--- src/cameraPkg.sv ---
`default_nettype none

package cameraPkg;

  // plain vector types
  typedef logic [31:0] busWord_t;
  typedef logic [10:0] byteCount_t;
  typedef logic [10:0] lineCount_t;
  typedef logic [8:0]  wordAddress_t;
  typedef logic [7:0]  burstSize_t;

  localparam logic [7:0] ciInstructionId = 8'd0;
  localparam int maxBurstWords = 16;
  localparam int lineBufferWords = 512;

  // custom-instruction command codes, taken from valueA bits 3..0
  localparam logic [3:0] cmdBytesPerLine   = 4'd0;
  localparam logic [3:0] cmdLinesPerFrame  = 4'd1;
  localparam logic [3:0] cmdReadFrameBase  = 4'd4;
  localparam logic [3:0] cmdWriteFrameBase = 4'd5;
  localparam logic [3:0] cmdControl        = 4'd6;
  localparam logic [3:0] cmdSingleDone     = 4'd7;

  // values of valueB bits 1..0 for cmdControl
  localparam logic [1:0] ctrlStop       = 2'd0;
  localparam logic [1:0] ctrlContinuous = 2'd1;
  localparam logic [1:0] ctrlSingle     = 2'd2;

  typedef enum logic [2:0] {
    idle,
    requestBus,
    initBurst,
    doBurst,
    endBurst,
    abortBurst
  } writerState_t;

  typedef struct packed {
    logic       start;
    logic       cke;
    logic [7:0] n;
    busWord_t   valueA;
    busWord_t   valueB;
  } ciRequest_t;

  typedef struct packed {
    logic     done;
    busWord_t result;
  } ciResponse_t;

  typedef struct packed {
    byteCount_t bytesPerLine;
    lineCount_t linesPerFrame;
  } captureStatus_t;

  typedef struct packed {
    logic       requestBus;
    logic       beginTransaction;
    logic       endTransaction;
    logic       dataValid;
    logic [3:0] byteEnables;
    burstSize_t burstSize;
    busWord_t   addressData;
  } busMasterOut_t;

  typedef struct packed {
    logic busGrant;
    logic busy;
    logic busError;
  } busMasterIn_t;

endpackage

`default_nettype wire

--- src/lineCapture.sv ---
`timescale 1ns/1ps
`default_nettype none

module lineCapture
  (input  logic                      clock,
   input  logic                      reset,
   input  logic                      hsync,
   input  logic                      vsync,
   input  logic [7:0]                camData,
   output logic                      bufferWrite,
   output cameraPkg::wordAddress_t   bufferAddress,
   output cameraPkg::busWord_t       bufferData,
   output cameraPkg::captureStatus_t status,
   output logic                      lineDone,
   output logic                      frameStart);

  logic [1:0] hsyncDelay;
  logic [1:0] vsyncDelay;
  logic hsyncFall;
  logic vsyncFall;
  cameraPkg::byteCount_t byteCount;
  cameraPkg::lineCount_t lineCount;
  cameraPkg::captureStatus_t statusReg;
  logic [7:0] byte0Reg;
  logic [7:0] byte1Reg;
  logic [7:0] byte2Reg;

  // the edge shows up one cycle after the first low sample
  assign hsyncFall = hsyncDelay[1] & ~hsyncDelay[0];
  assign vsyncFall = vsyncDelay[1] & ~vsyncDelay[0];

  always_ff @(posedge clock)
  begin
    if (reset)
    begin
      hsyncDelay <= 2'b00;
      vsyncDelay <= 2'b00;
      byteCount  <= '0;
      lineCount  <= '0;
      statusReg  <= '0;
      lineDone   <= 1'b0;
      frameStart <= 1'b0;
    end
    else
    begin
      hsyncDelay <= {hsyncDelay[0], hsync};
      vsyncDelay <= {vsyncDelay[0], vsync};
      lineDone   <= hsyncFall;
      frameStart <= vsyncFall;
      if (hsyncFall)
      begin
        byteCount              <= '0;
        statusReg.bytesPerLine <= byteCount;
      end
      else if (hsync)
        byteCount <= byteCount + 1'b1;
      // lines are counted at the end of each line and latched at the next frame start
      if (vsyncFall)
      begin
        lineCount               <= '0;
        statusReg.linesPerFrame <= lineCount;
      end
      else if (hsyncFall)
        lineCount <= lineCount + 1'b1;
    end
  end

  // the first three bytes of a group wait here for the fourth
  always_ff @(posedge clock)
  begin
    if (hsync && byteCount[1:0] == 2'd0)
      byte0Reg <= camData;
    if (hsync && byteCount[1:0] == 2'd1)
      byte1Reg <= camData;
    if (hsync && byteCount[1:0] == 2'd2)
      byte2Reg <= camData;
  end

  assign bufferWrite   = hsync & (byteCount[1:0] == 2'd3);
  assign bufferAddress = byteCount[10:2];
  // second pixel goes to the upper half, each pixel has its first byte on top
  assign bufferData    = {byte2Reg, camData, byte0Reg, byte1Reg};
  assign status        = statusReg;

endmodule

`default_nettype wire

--- config.mk ---
export PLATFORM = sky130hd
export DESIGN_NAME = lineCapture
export DESIGN_NICKNAME = d
export VERILOG_FILES = /design/src/cameraPkg.sv /design/src/lineCapture.sv
export SDC_FILE = /design/constraint.sdc
export NUM_CORES = 1
export LEC_CHECK = 0
export ABC_AREA = 1
export BUFFER_PORTS_ARGS = -buffer_cell sky130_fd_sc_hd__buf_4
export CAP_MARGIN = 20
export CORE_MARGIN = 1.5
export CORE_UTILIZATION = 42
export CTS_CLUSTER_SIZE = 40
export DETAILED_ROUTE_END_ITERATION = 10
export PLACE_DENSITY = 0.69
export SETUP_SLACK_MARGIN = 0.1
export SLEW_MARGIN = 20
export SYNTH_ARGS = -nofsm -noshare
export SYNTH_HDL_FRONTEND = slang
export SYNTH_SLANG_ARGS = --single-unit
--- constraint.sdc ---
create_clock -name clock -period 1.33 [get_ports clock]
set_clock_uncertainty 0.05 [all_clocks]
set_input_delay 0.133 -clock clock [delete_from_list [all_inputs] [get_ports clock]]
set_output_delay 0.133 -clock clock [all_outputs]
set_load 0.01 [all_outputs]
==> metrics.csv <==
stage;metric;value;unit
routing;vias;2240;
global_route;track_usage;16.9;%
synth;netlist_area;2850;µm²
place;routabilityCongestion;0.831;
sta;fin_crit_sh;96.7;%
power_and_ir_drop;powerDensity;1140;nW/µm²
cells_and_area;instances_no_fill;475;
die;die_h;85.4;µm
global_route;first_global_vias;1991;
sta;max_freq;778;MHz
global_route;antenna_found_initial;0;
die;start_util;44.2;%
clock_network;htreeDepth;3;
setup_path;crit_type;register to output port;
setup_path;critPathCaptureType;output port;
synth;ys_top_cells_by_count;61 x nand2_1, 50 x dfxtp_1, 39 x inv_1, 32 x nor2_1;
sta;rsz0062_at_grt;yes;
cells_and_area;postLayoutCellArea;3870;µm²
cells_and_area;post-route-util;59.9;%
cells_and_area;num-nets-final;410;
clock_network;clk_latency;0.34;ns
clock_network;cts_tree;yes;
synth;syn_avg_cell_area;9.32;µm²
sta;max_slew_margin;84.4;%
die;core;6460;µm²
sta;fin_ws;0.0445;ns
sta;setup_viol;0;
sta;worst_pin_slew;0.233;ns
setup_path;rr_startpoint;lineCount[1]$_SDFFE_PP0P_;
die;dieArea;7300;µm²
hold_path;hold_path_end;byteCount[0]$_SDFFE_PP0P_;
setup_path;r2r_setup_slack;0.12;ns
power_and_ir_drop;power;4420;µW
die;rows;29;
routing;ant_nets;0;
synth;yosysMostFrequentCell;nand2_1;
global_route;top_usage_layer;met2;
die;fp.dieW;85.4;µm
cells_and_area;fillCellCount;591;
routing;drc;0;
setup_path;r2r_cells;6;
clock_network;cts_buffers;9;
synth;synth-main-ff-cell;dfxtp_1;
cells_and_area;multiInputGateArea;901;µm²
cells_and_area;drive_above_1_share;34.2;%
cells_and_area;area_growth;35.6;%
routing;detail_route.wl_per_cell;12.8;µm
run;max-cap-violations;0;
routing;drt_iter0_drc;104;
setup_path;critical_path_required;1.15;ns
clock_network;clk_transition_reported_paths;0.07;ns
synth;synthCells;306;
synth;ys_ff_latch;74;
setup_path;critPathLaunchType;register;
place;place_ws;-0.0160;ns
hold_path;hold_path.class;primary input to register;
hold_path;min_from;hsync;
global_route;grt_use_met2;28.9;%
place;place_hpwl;4080;µm
clock_network;clkSinkCount;74;
place;placed_area;3430;µm²
global_route;grt_overflow;0;
cells_and_area;diodes;0;
global_route;grt_pass1_wl;9450;µm
hold_path;whs_path_depth;3;
synth;synth_area_leader_cell;dfxtp_1;
synth;ys_seq_area_share;60.4;%
die;ioPinCount;78;
synth;yosys-top-cells-area;dfxtp_1 35%, edfxtp_1 25%, nand2_1 8.0%, inv_1 5.1%, buf_4 4.7%;
global_route;gr-usage-met1;19.8;%
synth;synth_edf_count;24;
sta;fin_crit;1.29;ns
setup_path;worstPathArrival;1.10;ns
outcome;status;completed;
global_route;met3_usage;3.02;%
power_and_ir_drop;vdd_drop_max;686;µV
setup_path;r2r_end;lineCount[4]$_SDFFE_PP0P_;
routing;vias_per_cell;4.72;
setup_path;path_max_fanout;6;
routing;dr.pass1.iters;6;
synth;syn_nets;323;
synth;synth_warnings;0;
place;portBuffers;77;
synth;synth_top_area_share;35.1;%
sta;drv_slew;0;
power_and_ir_drop;p_leak;0.00165;µW
cells_and_area;regArea;1740;µm²
synth;synthArstFlopShare;0;%
clock_network;clockBufferDepth;2;
global_route;grt_max_degree;21;
routing;wirelength;6080;µm
place;dp_cells;444;
synth;synthDistinctLibCells;20;
sta;finalHoldViolCount;0;
clock_network;clock-root-buffer;clkbuf_8;
[what timing repair did]
action                                  in CTS  in global routing
endpoints found under the setup margin      31                 44
buffers inserted                             1                  4
gates resized for setup                     11                 32
hold endpoints to repair                    28                  0
pin swaps                                    0                 10
hold buffers                                10                  0
[worst max path at each step]
stage / depth (start not counted) / slack [ns] / from / to
finish: 4 / 0.04 / byteCount[1]$_SDFFE_PP0P_ / bufferWrite
global route: 4 / 0.02 / byteCount[0]$_SDFFE_PP0P_ / bufferWrite
CTS: 4 / 0.01 / byteCount[0]$_SDFFE_PP0P_ / bufferWrite
detailed placement: 4 / -0.02 / byteCount[0]$_SDFFE_PP0P_ / byte2Reg[0]$_DFFE_PP_
global placement: 4 / 0.04 / byteCount[0]$_SDFFE_PP0P_ / byte2Reg[1]$_DFFE_PP_
floorplan: 7 / 0.14 / byteCount[0]$_SDFFE_PP0P_ / byteCount[10]$_SDFFE_PP0P_
[report_power, final]
part	switching (µW)	internal, µW	leakage [µW]
Combinational	155	136	0.000916
Sequential	22.0	2380	0.000631
Clock	781	944	0.0000986
Total	958	3460	0.00165
[final cells by class]
| cell class | instances | share of cell area [%] |
|---|---|---|
| clock inverters | 2 | 0.938 |
| inverters | 41 | 4.24 |
| well taps | 77 | 2.49 |
| multi-input cells | 169 | 23.3 |
| flip-flops and latches | 74 | 44.9 |
| repair buffers | 98 | 20.1 |
| clock buffers | 14 | 4.04 |
[logic make-up (layout without fill, tap and decap cells)]
family	after synthesis	after routing	share of synthesized area [%]
AND/OR/NAND/NOR	120	120	18.1
AO/OA/AOI/OAI	44	44	8.51
flip-flops	74	74	60.4
buffers and inverters	63	155	10.8
adder cells (fa/ha/maj)	5	5	2.19
[per-stage QoR]
stage | TNS (ns) | hold WS, ns
floorplan | 0 | 0.154
global placement | 0 | 0.288
detailed placement | -0.163 | 0.290
CTS | 0 | 0.0340
global route | 0 | 0.0491
finish | 0 | 0.0437
[routing by layer]
| metal | wire, µm | part of all wire (%) |
|---|---|---|
| met1 | 2530 | 42 |
| met5 | 0 | 0 |
| met3 | 247 | 4.1 |
| met4 | 122 | 2.0 |
| met2 | 3180 | 52 |
[cell usage in the layout (no fill, tap or decap), drive strengths merged, types with 5 or more instances in the layout]
cell	netlist	routed
a21oi	14	14
a22o	6	6
buf	22	88
clkbuf	0	14
dfxtp	50	50
dlygate4sd3	0	10
edfxtp	24	24
ha	5	5
inv	41	42
nand2	64	64
nand3	12	12
nand4	5	5
nor2	36	36
o21ai	24	24
[sequential cells by signal (all words and copies together) (netlist names)]
name        cells
byte0Reg        8
byte1Reg        8
byte2Reg        8
byteCount      11
frameStart      1
hsyncDelay      2
lineCount      11
lineDone        1
status         22
vsyncDelay      2
[critical path, cell delays in order (launching register included)]
cell,delay (ns)
dfxtp_4,0.37
ha_4,0.16
nand2_4,0.07
inv_4,0.04
buf_6,0.11
No activity file was read; power rests on OpenSTA's default activity.
