==> src/cameraPkg.sv <==
`default_nettype none

package cameraPkg;

  // plain vector types
  typedef logic [31:0] busWord_t;
  typedef logic [10:0] byteCount_t;
  typedef logic [10:0] lineCount_t;
  typedef logic [8:0]  wordAddress_t;
  typedef logic [7:0]  burstSize_t;

  localparam logic [7:0] ciInstructionId = 8'd0;
  localparam int maxBurstWords = 16;
  localparam int lineBufferWords = 512;

  // custom-instruction command codes, taken from valueA bits 3..0
  localparam logic [3:0] cmdBytesPerLine   = 4'd0;
  localparam logic [3:0] cmdLinesPerFrame  = 4'd1;
  localparam logic [3:0] cmdReadFrameBase  = 4'd4;
  localparam logic [3:0] cmdWriteFrameBase = 4'd5;
  localparam logic [3:0] cmdControl        = 4'd6;
  localparam logic [3:0] cmdSingleDone     = 4'd7;

  // values of valueB bits 1..0 for cmdControl
  localparam logic [1:0] ctrlStop       = 2'd0;
  localparam logic [1:0] ctrlContinuous = 2'd1;
  localparam logic [1:0] ctrlSingle     = 2'd2;

  typedef enum logic [2:0] {
    idle,
    requestBus,
    initBurst,
    doBurst,
    endBurst,
    abortBurst
  } writerState_t;

  typedef struct packed {
    logic       start;
    logic       cke;
    logic [7:0] n;
    busWord_t   valueA;
    busWord_t   valueB;
  } ciRequest_t;

  typedef struct packed {
    logic     done;
    busWord_t result;
  } ciResponse_t;

  typedef struct packed {
    byteCount_t bytesPerLine;
    lineCount_t linesPerFrame;
  } captureStatus_t;

  typedef struct packed {
    logic       requestBus;
    logic       beginTransaction;
    logic       endTransaction;
    logic       dataValid;
    logic [3:0] byteEnables;
    burstSize_t burstSize;
    busWord_t   addressData;
  } busMasterOut_t;

  typedef struct packed {
    logic busGrant;
    logic busy;
    logic busError;
  } busMasterIn_t;

endpackage

`default_nettype wire

==> src/burstWriter.sv <==
`timescale 1ns/1ps
`default_nettype none

module burstWriter
  (input  logic                     clock,
   input  logic                     reset,
   input  logic                     lineDone,
   input  logic                     frameStart,
   input  logic                     captureEnable,
   input  cameraPkg::busWord_t      frameBase,
   input  cameraPkg::byteCount_t    bytesPerLine,
   output cameraPkg::wordAddress_t  readAddress,
   input  cameraPkg::busWord_t      readData,
   output cameraPkg::busMasterOut_t busOut,
   input  cameraPkg::busMasterIn_t  busIn);

  cameraPkg::writerState_t state;
  cameraPkg::writerState_t nextState;
  cameraPkg::wordAddress_t wordsLeft;
  cameraPkg::wordAddress_t burstLeft;
  cameraPkg::wordAddress_t burstWords;
  cameraPkg::wordAddress_t readAddressReg;
  cameraPkg::busWord_t memoryAddress;
  cameraPkg::busWord_t dataReg;
  cameraPkg::burstSize_t sizeReg;
  logic [3:0] enablesReg;
  logic beginReg;
  logic endReg;
  logic validReg;
  logic startLine;
  logic grantNow;
  logic doWrite;
  logic abortNow;
  logic closeBurst;

  assign startLine = (state == cameraPkg::idle) & lineDone & captureEnable;
  assign grantNow  = (state == cameraPkg::requestBus) & busIn.busGrant;
  // a word moves only while the slave is ready and no error is flagged
  assign doWrite   = (state == cameraPkg::doBurst) & (burstLeft != '0) &
                     ~busIn.busy & ~busIn.busError;
  assign abortNow  = (state == cameraPkg::doBurst) & busIn.busError;
  // the last word has been accepted once busy is low with nothing left
  assign closeBurst = abortNow |
                      ((state == cameraPkg::doBurst) & (burstLeft == '0) & ~busIn.busy);

  assign burstWords = (wordsLeft > cameraPkg::maxBurstWords) ?
                      cameraPkg::wordAddress_t'(cameraPkg::maxBurstWords) : wordsLeft;

  always_comb
  begin
    nextState = state;
    case (state)
      cameraPkg::idle:
        if (startLine && bytesPerLine[10:2] != '0)
          nextState = cameraPkg::requestBus;
      cameraPkg::requestBus:
        if (busIn.busGrant)
          nextState = cameraPkg::initBurst;
      cameraPkg::initBurst:
        nextState = cameraPkg::doBurst;
      cameraPkg::doBurst:
        if (abortNow)
          nextState = cameraPkg::abortBurst;
        else if (closeBurst)
          nextState = cameraPkg::endBurst;
      cameraPkg::endBurst:
        nextState = (wordsLeft != '0) ? cameraPkg::requestBus : cameraPkg::idle;
      default:
        nextState = cameraPkg::idle;
    endcase
  end

  always_ff @(posedge clock)
  begin
    if (reset)
    begin
      state          <= cameraPkg::idle;
      wordsLeft      <= '0;
      burstLeft      <= '0;
      readAddressReg <= '0;
      beginReg       <= 1'b0;
      endReg         <= 1'b0;
      validReg       <= 1'b0;
      enablesReg     <= 4'h0;
      sizeReg        <= '0;
      dataReg        <= '0;
    end
    else
    begin
      state    <= nextState;
      // header fields are set up at the grant and shown for one cycle
      beginReg   <= grantNow;
      enablesReg <= grantNow ? 4'hF : 4'h0;
      sizeReg    <= grantNow ? cameraPkg::burstSize_t'(burstWords - 1'b1) : '0;
      endReg     <= closeBurst;

      if (grantNow)
        dataReg <= memoryAddress;
      else if (doWrite)
        dataReg <= readData;
      else if (!busIn.busy || abortNow)
        dataReg <= '0;

      if (doWrite)
        validReg <= 1'b1;
      else if (!busIn.busy || abortNow)
        validReg <= 1'b0;

      if (startLine)
      begin
        wordsLeft      <= bytesPerLine[10:2];
        readAddressReg <= '0;
      end
      else if (grantNow)
      begin
        wordsLeft <= wordsLeft - burstWords;
        burstLeft <= burstWords;
      end
      else if (abortNow)
      begin
        // whatever remains of this line is dropped
        wordsLeft <= '0;
        burstLeft <= '0;
      end
      else if (doWrite)
      begin
        burstLeft      <= burstLeft - 1'b1;
        readAddressReg <= readAddressReg + 1'b1;
      end
    end
  end

  // running memory address, so an aborted line leaves the next one right behind it
  always_ff @(posedge clock)
  begin
    if (reset || frameStart)
      memoryAddress <= frameBase;
    else if (doWrite)
      memoryAddress <= memoryAddress + 32'd4;
  end

  assign readAddress = readAddressReg;

  always_comb
  begin
    busOut.requestBus       = (state == cameraPkg::requestBus);
    busOut.beginTransaction = beginReg;
    busOut.endTransaction   = endReg;
    busOut.dataValid        = validReg;
    busOut.byteEnables      = enablesReg;
    busOut.burstSize        = sizeReg;
    busOut.addressData      = dataReg;
  end

endmodule

`default_nettype wire

==> config.mk <==
export PLATFORM = sky130hd
export DESIGN_NAME = burstWriter
export DESIGN_NICKNAME = d
export VERILOG_FILES = /design/src/cameraPkg.sv /design/src/burstWriter.sv
export SDC_FILE = /design/constraint.sdc
export NUM_CORES = 1
export LEC_CHECK = 0
export BUFFER_PORTS_ARGS = -buffer_cell sky130_fd_sc_hd__buf_4
export CORE_MARGIN = 2
export CORE_UTILIZATION = 25
export CTS_CLUSTER_DIAMETER = 40
export DETAILED_ROUTE_END_ITERATION = 8
export GPL_ROUTABILITY_DRIVEN = 0
export PLACE_DENSITY = 0.43
export SETUP_SLACK_MARGIN = 0.02
export SYNTH_ARGS = -nofsm -noshare
export SYNTH_HDL_FRONTEND = slang
export SYNTH_SLANG_ARGS = --single-unit
==> constraint.sdc <==
create_clock -name clock -period 4.8 [get_ports clock]
set_input_delay 0.48 -clock clock [delete_from_list [all_inputs] [get_ports clock]]
set_output_delay 0.48 -clock clock [all_outputs]
set_load 0.005 [all_outputs]
==> impl_metrics.py <==
metrics = {
    "run_status": {
        "status": "completed",
    },
    "floorplan": {
        "die_w_um": 146,
        "start_util_pct": 25.6,
        "io_pins": 140,
        "core_um2": 19600,
        "placementRows": 51,
        "die_area_um2": 21200,
        "fp.dieH_um": 146,
    },
    "final_layout": {
        "fillers": 2069,
        "final_util_pct": 33.2,
        "diodes": 0,
        "fin_cells": 923,
        "syn_to_final_growth_pct": 29.6,
        "finalNetCount": 743,
        "drive_above_1_share_pct": 24.9,
    },
    "global_route": {
        "track_usage_pct": 13.6,
        "antenna_found_initial": 0,
        "gr-total-overflow": 0,
        "grt_max_degree": 57,
        "first_global_vias": 4479,
        "grt_pass1_wl_mm": 23.4,
    },
    "clocking": {
        "insertion_delay_ns": 0.34,
        "cts.sinks": 105,
        "cts_setup_buffers": 0,
        "clockBufferDepth": 2,
        "cts_buffers": 9,
        "cts_resized": 0,
        "hold_buffers": 0,
        "cts_max_level": 3,
        "clkTransAtPathRegs_ns": 0.07,
        "cts-root-buf": "clkbuf_16",
        "cts_tree": "done",
    },
    "sta": {
        "hold_violations": 0,
        "tightest_slew_ns": 1.18,
        "post-route-period-util_pct": 58.6,
        "rsz0062_at_grt": "false",
        "period_needed_ns": 2.81,
        "final-max-slew-violation-count": 0,
        "relSlewSlack_pct": 20.5,
        "tns_ns": 0,
        "fmaxAchievable_mhz": 356,
        "setup_viol": 0,
        "clock-skew-final_ns": 0.00604,
        "fin_ws_ns": 1.99,
    },
    "power_and_ir_drop": {
        "peakVddDrop_mv": 0.157,
        "power.density_nw_per_um2": 315,
        "p_leak_nw": 2.49,
    },
    "setup_path": {
        "worst_setup_path_end_kind": "flip-flop",
        "criticalPathCategory": "flip-flop to flip-flop",
        "cp.arrival_ns": 3.02,
        "cp_data_required_time_ns": 5.01,
        "crit_path_max_fanout": 36,
        "cp-start-kind": "flip-flop",
    },
    "synth": {
        "yosys_warnings": 0,
        "synth-seq-cells": 105,
        "syn-num-nets": 631,
        "yosysSeqAreaShare_pct": 48.3,
        "async_flop_share_pct": 0,
        "netlist_area_um2": 5010,
        "synth_flop_cell": "dfxtp_1",
        "synth.distinct_cells": 56,
        "synthCells": 542,
        "synth_edf_count": 32,
        "avgSynthCellArea_um2": 9.25,
    },
    "job": {
        "drv_cap": 0,
    },
    "detailed_routing": {
        "totalWireLength_mm": 14.8,
        "wl_per_cell_um": 16.0,
        "viasPerCell": 4.87,
        "dr_total_vias": 4495,
        "route.detailed.drc": 0,
        "ant_nets": 0,
        "drtPass1Iterations": 9,
        "drt_iter0_drc": 395,
    },
    "placed_design": {
        "dp_hpwl_mm": 10.2,
        "dp_slack_ns": 1.97,
        "portBuffers": 137,
        "place_inst": 908,
    },
    "hold_path": {
        "hp-class": "input port to flip-flop",
    },
}
-- through the flow --
stage               hold slack (ns)  power [W]  area, um^2
finish                        0.391    0.00205        6500
global route                  0.387    0.00216        6500
CTS                           0.373    0.00209        6500
detailed placement            0.488    0.00140        6250
global placement              0.486    0.00139        6250
floorplan                     0.471    0.00125        5010
-- area by class of cell --
| type | instances | area, um^2 | share of cell area, % |
|---|---|---|---|
| Tap cell | 265 | 332 | 5.10 |
| Timing Repair Buffer | 140 | 1050 | 16.2 |
| Sequential cell | 105 | 2420 | 37.3 |
| Clock buffer | 11 | 233 | 3.58 |
| Clock inverter | 4 | 21.3 | 0.327 |
| Multi-Input combinational cell | 387 | 2400 | 36.9 |
| Inverter | 11 | 41.3 | 0.635 |
-- sequential cells by signal (all words and copies together), names as in the netlist, 3 cells and up --
signal	count
dataReg	32
memoryAddress	32
burstLeft	9
readAddress	9
wordsLeft	9
sizeReg	8
state	3
-- logic make-up after synthesis --
logic type               count (synthesis)  share of synthesized area, %
AND/OR/NAND/NOR                        217                          20.8
XOR/XNOR                                44                          7.68
adder cells (fa/ha/maj)                  6                          1.50
flip-flops                             105                          48.3
AO/OA/AOI/OAI                          115                          16.4
other                                    2                         0.150
buffers and inverters                   50                          4.52
multiplexers                             3                         0.649
-- synthesized netlist by cell type, types with 13 or more instances --
library cell	instances	share of area [%]
a21oi_1	44	4.4
a222oi_1	34	6.8
clkbuf_1	26	1.9
dfxtp_1	73	29
edfxtp_1	32	19
nand2_1	25	1.9
nand3_1	20	2.0
nand4_1	13	1.6
nor2_1	102	7.6
nor3_1	14	1.4
xnor2_1	18	3.1
xor2_1	26	4.5
-- power breakdown --
part,switching [W],internal (W),total (W)
clock,0.000326,0.000347,0.000673
combinational,0.000188,0.000155,0.000344
sequential,0.0000594,0.000972,0.00103
-- worst paths after layout --
path / startpoint / to / slack, ns / cells past startpoint
worst min register to register: dataReg[21]$_SDFFE_PP0P_ / dataReg[21]$_SDFFE_PP0P_ / 0.50 / 2
worst max-delay path: burstLeft[0]$_SDFFE_PP0P_ / dataReg[22]$_SDFFE_PP0P_ / 1.99 / 7
worst max register to register: burstLeft[0]$_SDFFE_PP0P_ / dataReg[22]$_SDFFE_PP0P_ / 1.99 / 7
worst min-delay path: readData[21] / dataReg[21]$_SDFFE_PP0P_ / 0.39 / 3
-- cell usage in the layout, fill, tap and decap left out, types with 3 or more instances in the layout --
master,Yosys,layout
a31oi_1,8,8
nand4_1,13,13
a222oi_1,34,34
ha_1,6,6
nor2_1,102,99
and2_1,5,5
o21ai_0,10,9
and3_1,9,9
nand3_1,20,20
xor2_1,26,26
edfxtp_1,32,32
a21oi_1,44,44
dfxtp_1,73,73
nand2_1,25,25
buf_4,7,140
inv_1,11,11
a32oi_1,3,3
xnor2_1,18,18
nor3_1,14,14
nor4_1,11,11
nor2_4,0,3
clkbuf_16,0,9
-- routing by layer --
layer	vias to the layer above	share of wire [%]	GRT usage, %
li1	2218	-	-
met1	2116	43	16.7
met2	149	49	23.3
met3	12	7.4	4.48
met4	0	1.0	3.33
met5	-	0	0
-- critical path, cell delays in order, from the launching register on --
cell      delay (ns)
dfxtp_1         0.34
inv_1           0.06
ha_1            0.20
or4b_1          0.59
nor4_4          0.63
nor2_4          0.33
a222oi_1        0.44
nor2_1          0.07
No activity file was read; power rests on OpenSTA's default activity.
