==> src/cameraPkg.sv <==
`default_nettype none

package cameraPkg;

  // plain vector types
  typedef logic [31:0] busWord_t;
  typedef logic [10:0] byteCount_t;
  typedef logic [10:0] lineCount_t;
  typedef logic [8:0]  wordAddress_t;
  typedef logic [7:0]  burstSize_t;

  localparam logic [7:0] ciInstructionId = 8'd0;
  localparam int maxBurstWords = 16;
  localparam int lineBufferWords = 512;

  // custom-instruction command codes, taken from valueA bits 3..0
  localparam logic [3:0] cmdBytesPerLine   = 4'd0;
  localparam logic [3:0] cmdLinesPerFrame  = 4'd1;
  localparam logic [3:0] cmdReadFrameBase  = 4'd4;
  localparam logic [3:0] cmdWriteFrameBase = 4'd5;
  localparam logic [3:0] cmdControl        = 4'd6;
  localparam logic [3:0] cmdSingleDone     = 4'd7;

  // values of valueB bits 1..0 for cmdControl
  localparam logic [1:0] ctrlStop       = 2'd0;
  localparam logic [1:0] ctrlContinuous = 2'd1;
  localparam logic [1:0] ctrlSingle     = 2'd2;

  typedef enum logic [2:0] {
    idle,
    requestBus,
    initBurst,
    doBurst,
    endBurst,
    abortBurst
  } writerState_t;

  typedef struct packed {
    logic       start;
    logic       cke;
    logic [7:0] n;
    busWord_t   valueA;
    busWord_t   valueB;
  } ciRequest_t;

  typedef struct packed {
    logic     done;
    busWord_t result;
  } ciResponse_t;

  typedef struct packed {
    byteCount_t bytesPerLine;
    lineCount_t linesPerFrame;
  } captureStatus_t;

  typedef struct packed {
    logic       requestBus;
    logic       beginTransaction;
    logic       endTransaction;
    logic       dataValid;
    logic [3:0] byteEnables;
    burstSize_t burstSize;
    busWord_t   addressData;
  } busMasterOut_t;

  typedef struct packed {
    logic busGrant;
    logic busy;
    logic busError;
  } busMasterIn_t;

endpackage

`default_nettype wire

==> src/ciRegisters.sv <==
`timescale 1ns/1ps
`default_nettype none

module ciRegisters
  (input  logic                      clock,
   input  logic                      reset,
   input  cameraPkg::ciRequest_t     request,
   output cameraPkg::ciResponse_t    response,
   input  cameraPkg::captureStatus_t status,
   input  logic                      frameStart,
   output cameraPkg::busWord_t       frameBase,
   output logic                      captureEnable);

  logic isMine;
  logic [3:0] index;
  cameraPkg::busWord_t frameBaseReg;
  cameraPkg::busWord_t selected;
  logic continuousReg;
  logic singleArmedReg;
  logic singleActiveReg;
  logic singleDoneReg;
  logic captureEnableReg;

  assign isMine = request.start & request.cke & (request.n == cameraPkg::ciInstructionId);
  assign index  = request.valueA[3:0];

  always_ff @(posedge clock)
  begin
    if (reset)
    begin
      frameBaseReg     <= '0;
      continuousReg    <= 1'b0;
      singleArmedReg   <= 1'b0;
      singleActiveReg  <= 1'b0;
      singleDoneReg    <= 1'b0;
      captureEnableReg <= 1'b0;
    end
    else
    begin
      // requests only take effect at a frame boundary
      if (frameStart)
      begin
        captureEnableReg <= continuousReg | singleArmedReg;
        singleActiveReg  <= singleArmedReg;
        singleArmedReg   <= 1'b0;
      end
      if (isMine && index == cameraPkg::cmdWriteFrameBase)
        frameBaseReg <= {request.valueB[31:2], 2'b00};
      if (isMine && index == cameraPkg::cmdControl)
      begin
        case (request.valueB[1:0])
          cameraPkg::ctrlStop:
          begin
            continuousReg  <= 1'b0;
            singleArmedReg <= 1'b0;
          end
          cameraPkg::ctrlContinuous:
          begin
            continuousReg  <= 1'b1;
            singleArmedReg <= 1'b0;
          end
          cameraPkg::ctrlSingle:
          begin
            continuousReg  <= 1'b0;
            singleArmedReg <= 1'b1;
          end
          default:
          begin
            continuousReg  <= 1'b0;
            singleArmedReg <= 1'b0;
          end
        endcase
      end
      // reading the done flag clears it, a new completion in the same cycle wins
      if (isMine && index == cameraPkg::cmdSingleDone)
        singleDoneReg <= 1'b0;
      if (frameStart && singleActiveReg)
        singleDoneReg <= 1'b1;
    end
  end

  always_comb
  begin
    case (index)
      cameraPkg::cmdBytesPerLine:  selected = cameraPkg::busWord_t'(status.bytesPerLine);
      cameraPkg::cmdLinesPerFrame: selected = cameraPkg::busWord_t'(status.linesPerFrame);
      cameraPkg::cmdReadFrameBase: selected = frameBaseReg;
      cameraPkg::cmdSingleDone:    selected = {31'd0, singleDoneReg};
      default:                     selected = '0;
    endcase
  end

  always_comb
  begin
    response.done   = isMine;
    response.result = isMine ? selected : '0;
  end

  assign frameBase     = frameBaseReg;
  assign captureEnable = captureEnableReg;

endmodule

`default_nettype wire

==> config.mk <==
export PLATFORM = sky130hd
export DESIGN_NAME = ciRegisters
export DESIGN_NICKNAME = d
export VERILOG_FILES = /design/src/cameraPkg.sv /design/src/ciRegisters.sv
export SDC_FILE = /design/constraint.sdc
export NUM_CORES = 1
export LEC_CHECK = 0
export ABC_AREA = 0
export BUFFER_PORTS_ARGS = -buffer_cell sky130_fd_sc_hd__buf_2
export CORE_AREA = 2 2 75 77
export CTS_CLUSTER_DIAMETER = 200
export DETAILED_ROUTE_END_ITERATION = 8
export DIE_AREA = 0 0 77 79
export PLACE_DENSITY = 0.9
export SLEW_MARGIN = 20
export SYNTH_ARGS = -nofsm -noshare
export SYNTH_HDL_FRONTEND = slang
export SYNTH_SLANG_ARGS = --single-unit
==> constraint.sdc <==
create_clock -name clock -period 5.11 [get_ports clock]
set_input_delay 0.7665 -clock clock [delete_from_list [all_inputs] [get_ports clock]]
set_output_delay 0.7665 -clock clock [all_outputs]
set_load 0.02 [all_outputs]
==> flow_summary.toml, run 1 <==
[outcome]
outcome = "completed"

[placement]
hpwl_um = 4081
io_buffers = 134
gp_congestion = 0.6986
dp.cells = 426
dp_slack_ps = 1961

[layout]
num_antenna_cells = 0
stdcell_count = 434
layout.nets = 460
nFillCells = 497
drive_gt1_share_pct = 48.07
areaGrowthSynthToFinish_pct = 34.00

[critical_path]
r2r_slack_ps = 4240
required_ps = 4340
crit_fanout = 12
crit_type = "in2out"
critPathArrivalTime_ps = 2370
end_kind = "primary output"
start_kind = "primary input"

[sta]
timing.final.crit_share_pct = 61.45
tightest_slew_ps = 837.9
period_minus_slack_ps = 3140
finClkSkew_ps = 0.2190
rsz0062_at_grt = "no"
setup-tns-final_ps = 0
fmax_mhz = 318.4
hold_viol_final = 0
setup_violations = 0
final_max_slew_viol_count = 0
maxSlewHeadroom_pct = 43.71
finalWorstSetupSlack_ps = 1970

[clock_tree]
cts_tree = "built"
cts_hold_buf = 0
cts_resized = 0
cts_root_buf = "clkbuf_8"
clock_path_buffers = 2
clk_latency_ps = 280
cts_buffers = 5
clk_pin_slew_ps = 70
htree_num_levels = 2
cts.sinks = 35
post-cts-setup-buffers = 0

[logic_synthesis]
synth-edff-count = 0
async_flop_share_pct = 0
syn_area_mm2 = 0.002245
post_synth_num_cell_types = 37
synth.most_common_cell = "nand2b_1"
synthFlopType = "dfxtp_1"
ys_seq_area_share_pct = 31.22
synth_area_leader_cell = "dfxtp_1"
syn_inst = 237
ys_top_cells_by_count = "nand2b_1, dfxtp_1, mux2i_1"
ys_warn_count = 0
ys_seq_elements = 35
yosys.area.top_type_share_pct = 31.22
syn_area_per_cell_um2 = 9.471
synthTopCellsByArea = "dfxtp_1, nand2b_1, mux2i_1"

[power_and_ir_drop]
internal-power_uw = 435.9
p_clk_share_pct = 38.7
seqPwrFrac_pct = 48.4
p_leak_uw = 0.001366
swShare_pct = 22.82
power_density_mw_per_mm2 = 187.8
peakVddDrop_mv = 0.1025
combPwrFrac_pct = 12.9
p_sw_uw = 128.9

[floorplan]
dieArea_mm2 = 0.006083
die_h_um = 79
initial_utilization_pct = 42.05
io_pins = 165
rows = 27
die_w_um = 77
coreArea_mm2 = 0.005338

[global_routing]
grt.total_usage_pct = 17.39
grt_overflow = 0
grt_max_degree = 68
grt_first_pass_wirelength_um = 8742
grt_antenna_before_repair = 0
grt_pass1_vias = 1992

[drt]
drc = 0
antenna_left = 0
vias_per_cell = 4.832
wl_per_cell_um = 12.35
wl_um = 5362
dr.pass1.iters = 4
vias = 2097
drtIter0Drc = 55

[hold_path]
min_path_type = "reg2reg"

[job]
cap_violations = 0
[stage by stage]
stage / instance area, um^2 / util [%] / power, uW / hold slack, ps
global placement: 2904 / 54.41 / 349.6 / 461.8
finish: 3008 / 56.35 / 564.8 / 484.5
global route: 3008 / 56.35 / 592.4 / 510.1
detailed placement: 2908 / 54.48 / 352.4 / 474.5
CTS: 3008 / 56.35 / 573.0 / 488.1
floorplan: 2248 / - / 321.8 / 448.6
[routing by layer]
layer	GRT usage (%)	share of wire (%)
met1	19.13	41
met2	32.11	50
met4	5.536	0.71
met5	0	0
met3	5.227	8.5
[cell type report]
| cell class | instances | area, um^2 | share of cell area, % |
|---|---|---|---|
| Multi-Input combinational cell | 180 | 1416 | 47.09 |
| Tap cell | 72 | 90.09 | 2.995 |
| Timing Repair Buffer | 137 | 693.2 | 23.04 |
| Sequential cell | 35 | 700.7 | 23.29 |
| Inverter | 2 | 7.507 | 0.2496 |
| Clock buffer | 8 | 100.1 | 3.328 |
[placed cells by master (no fill, tap or decap), types with 2 or more instances in the layout]
cell type	instances
mux2i_1	33
nand2_1	3
nor3_2	10
inv_1	2
nand4bb_1	3
nor4_2	2
or2_2	2
nor2_1	4
a21oi_1	2
conb_1	2
buf_4	3
buf_2	134
nand2b_1	61
dfxtp_1	35
mux2_2	10
and2_1	21
clkbuf_8	7
nor4b_2	2
a22oi_1	8
nor3b_1	2
nor3_1	2
[registers in the layout, indices dropped and copies added, names as in the netlist]
name and flops:
captureEnable 1, frameBase 30, continuousReg 1, singleArmedReg 1
singleDoneReg 1, singleActiveReg 1
[logic make-up (layout without fill, tap and decap cells)]
family	count (synthesis)	in the layout	share of synthesized area (%)
compound gates	15	15	4.794
buf+inv	23	147	6.020
flops	35	35	31.22
mux	44	44	20.23
other cells	1	2	0.1671
simple gates	119	119	37.57
[critical path, stage by stage]
cell and delay (ps):
buf_2 100, or4_4 570, or3_4 460, nor4b_2 280, buf_2 200
[worst paths after layout]
kind | endpoint | from | depth (start not counted)
max | response[5] | request[69] | 5
min | frameBase[14]$_SDFFE_PP0P_ | frameBase[14]$_SDFFE_PP0P_ | 2
max reg2reg | singleArmedReg$_SDFFE_PP0P_ | singleArmedReg$_SDFFE_PP0P_ | 2
min reg2reg | frameBase[14]$_SDFFE_PP0P_ | frameBase[14]$_SDFFE_PP0P_ | 2
[power groups by stage]
stage,registers [uW],clock network (uW),logic [uW]
after global routing,273,239,80.7
after detailed placement,279,0,72.9
after global placement,279,0,70.2
after floorplan,280,0,41.9
after CTS,273,227,73.1
final,273,219,72.9
(Power assumes the default switching activity.)
==> run 2, diff against run 1 <==
--- a/config.mk
+++ b/config.mk
@@ -5,13 +5,13 @@
 export SDC_FILE = /design/constraint.sdc
 export NUM_CORES = 1
 export LEC_CHECK = 0
-export ABC_AREA = 0
+export ABC_AREA = 1
 export BUFFER_PORTS_ARGS = -buffer_cell sky130_fd_sc_hd__buf_2
-export CORE_AREA = 2 2 75 77
+export CORE_AREA = 2 2 83 85
 export CTS_CLUSTER_DIAMETER = 200
 export DETAILED_ROUTE_END_ITERATION = 8
-export DIE_AREA = 0 0 77 79
-export PLACE_DENSITY = 0.9
+export DIE_AREA = 0 0 85 87
+export PLACE_DENSITY = 0.8
 export SLEW_MARGIN = 20
 export SYNTH_ARGS = -nofsm -noshare
 export SYNTH_HDL_FRONTEND = slang
==> constraint.sdc (replaced) <==
create_clock -name clock -period 2.7 [get_ports clock]
set_input_delay 0.405 -clock clock [delete_from_list [all_inputs] [get_ports clock]]
set_output_delay 0.405 -clock clock [all_outputs]
set_load 0.02 [all_outputs]
==> run 2 against run 1 <==
  * Clock-buffer cell count unchanged
  * Wire length rose by 24%
  * Design area rose by 5.4%
  * Worst setup slack got worse by 1300 ps
  * Final cell count rose by 44%
  * Hold slack worse by 180 ps
  * Flip-flop and latch count unchanged
  * Global-route usage rose by 0.68 points
  * Critical path depth is 4 higher
  * Clock power up 89%
  * Die area increased by 22%
  * Critical endpoint is now response[10]
  * Largest power group unchanged
==> flow_summary.toml, run 2 <==
[outcome]
outcome = "completed"

[layout]
layout_commonest_cell = "buf_2"
num_antenna_cells = 0
final_cell_mix = "buf_2, inv_1, nand2_1, nor2_1, dfxtp_1"
layout.nets = 644
drive_gt1_share_pct = 29.12
largest_reg_flops = 30
areaGrowthSynthToFinish_pct = 36.44

[placement]
io_buffers = 134
gp_congestion = 0.8084
dp_slack_ps = 619.5
hpwl_um = 5029

[floorplan]
io_pins = 165
die_w_um = 85
die_h_um = 87
coreArea_mm2 = 0.006569
rows = 30
dieArea_mm2 = 0.007395
initial_utilization_pct = 35.39

[sta]
period_minus_slack_ps = 2079
setup-tns-final_ps = 0
finClkSkew_ps = 0.6106
finalWorstSetupSlack_ps = 620.6
fmax_mhz = 480.9
timing.final.crit_share_pct = 77.01
hold_viol_final = 0
tightest_slew_ps = 757.6
final_max_slew_viol_count = 0
maxSlewHeadroom_pct = 49.16
setup_violations = 0
rsz0062_at_grt = "no"

[clock_tree]
cts_buffers = 5
cts_root_buf = "clkbuf_8"
cts_resized = 0
htree_num_levels = 2
post-cts-setup-buffers = 0
clk_pin_slew_ps = 70
cts.sinks = 35
clock_path_buffers = 2
clk_latency_ps = 280
cts_tree = "built"
cts_hold_buf = 0

[logic_synthesis]
ys_seq_elements = 35
ys_warn_count = 0
syn_area_mm2 = 0.002325
yosys.area.top_type_share_pct = 30.14
ys_seq_area_share_pct = 30.14
post_synth_num_cell_types = 21
ys_top_cells_by_count = "inv_1, nand2_1, nor2_1"
async_flop_share_pct = 0
synth.most_common_cell = "inv_1"
synthFlopType = "dfxtp_1"
syn_inst = 418
synth-edff-count = 0
synthTopCellsByArea = "dfxtp_1, inv_1, nand2_1"
syn_area_per_cell_um2 = 5.562
synth_area_leader_cell = "dfxtp_1"

[global_routing]
grt_first_pass_wirelength_um = 10980
grt_antenna_before_repair = 0
grt_max_degree = 33
grt_overflow = 0
grt.total_usage_pct = 18.07
grt_pass1_vias = 2499

[power_and_ir_drop]
swShare_pct = 24.15
power_density_mw_per_mm2 = 337.7
peakVddDrop_mv = 0.2160
combPwrFrac_pct = 12.8
p_sw_uw = 258.7
seqPwrFrac_pct = 48.5
internal-power_uw = 812.4
p_leak_uw = 0.001900
p_clk_share_pct = 38.7

[critical_path]
required_ps = 2300
crit_type = "in2out"
start_kind = "primary input"
critPathArrivalTime_ps = 1670
crit_fanout = 11
end_kind = "primary output"

[drt]
drtIter0Drc = 58
vias = 2735
wl_per_cell_um = 10.58
wl_um = 6624
dr.pass1.iters = 4
antenna_left = 0
vias_per_cell = 4.369
drc = 0

[job]
cap_violations = 0

[hold_path]
min_path_type = "in2reg"
-- run 2: cell types whose count changed in the layout (fill, tap and decap cells not counted), sizes merged, moves of 32 or more --
cell	before	now
inv	2	124
nand2	3	80
nor2	4	75
nand2b	61	0
mux2i	33	0
nand4	0	32
-- run 2: cell type report --
class,count,area (um^2)
inverter,124,465.4
clock buffer,8,100.1
timing repair buffer,144,758.2
multi-input combinational,235,1047
sequential,35,700.7
tap,80,100.1
fill,679,3397
-- run 2: final timing paths --
kind	from	cells after the start	slack (ps)	to
worst max-delay path	request[69]	9	620	response[10]
worst min-delay path	reset	2	300	singleDoneReg$_SDFFE_PP0P_
worst max register to register	singleArmedReg$_SDFFE_PP0P_	5	1820	singleArmedReg$_SDFFE_PP0P_
worst min register to register	singleDoneReg$_SDFFE_PP0P_	2	460	singleDoneReg$_SDFFE_PP0P_
-- run 2: kinds of logic (layout without fill, tap and decap cells) --
group / Yosys count / count (layout) / synth area share [%]
flops: 35 / 35 / 30.14
other cells: 1 / 2 / 0.1613
simple gates: 216 / 216 / 40.20
buf+inv: 149 / 276 / 25.19
compound gates: 17 / 17 / 4.305
-- run 2: through the flow --
step / instance area, um^2 / std cells / util [%] / total power [uW] / hold WS, ps
5_1_grt: 3172 / 626 / 48.29 / 1133 / 309.6
6_report: 3172 / 626 / 48.29 / 1071 / 304.0
3_5_place_dp: 3072 / 618 / 46.76 / 668.6 / 456.1
3_3_place_gp: 3072 / 618 / 46.76 / 666.7 / 453.8
2_1_floorplan: 2328 / 419 / - / 600.6 / 433.5
4_1_cts: 3172 / 626 / 48.29 / 1089 / 292.7
-- run 2: routing by layer --
layer / global-route usage [%] / wire length [um] / up-vias
li1: - / - / 1478
met1: 20.06 / 2805 / 1166
met2: 35.16 / 3362 / 87
met3: 2.938 / 391 / 4
met4: 5.195 / 65 / 0
met5: 0 / 0 / -
-- run 2: power by group through the flow --
stage | Combinational [uW] | Clock [uW] | Sequential, uW
5_1_grt | 159 | 455 | 519
6_report | 137 | 415 | 519
3_3_place_gp | 136 | 0 | 531
2_1_floorplan | 68.8 | 0 | 532
3_5_place_dp | 138 | 0 | 531
4_1_cts | 138 | 431 | 519
-- run 2: critical path, cell delays in order --
cell	delay (ps)
buf_2	110
nor2_1	110
nand2_1	80
nor2_2	150
nand2_1	100
inv_1	80
o21ai_1	260
nor2_1	190
buf_2	180
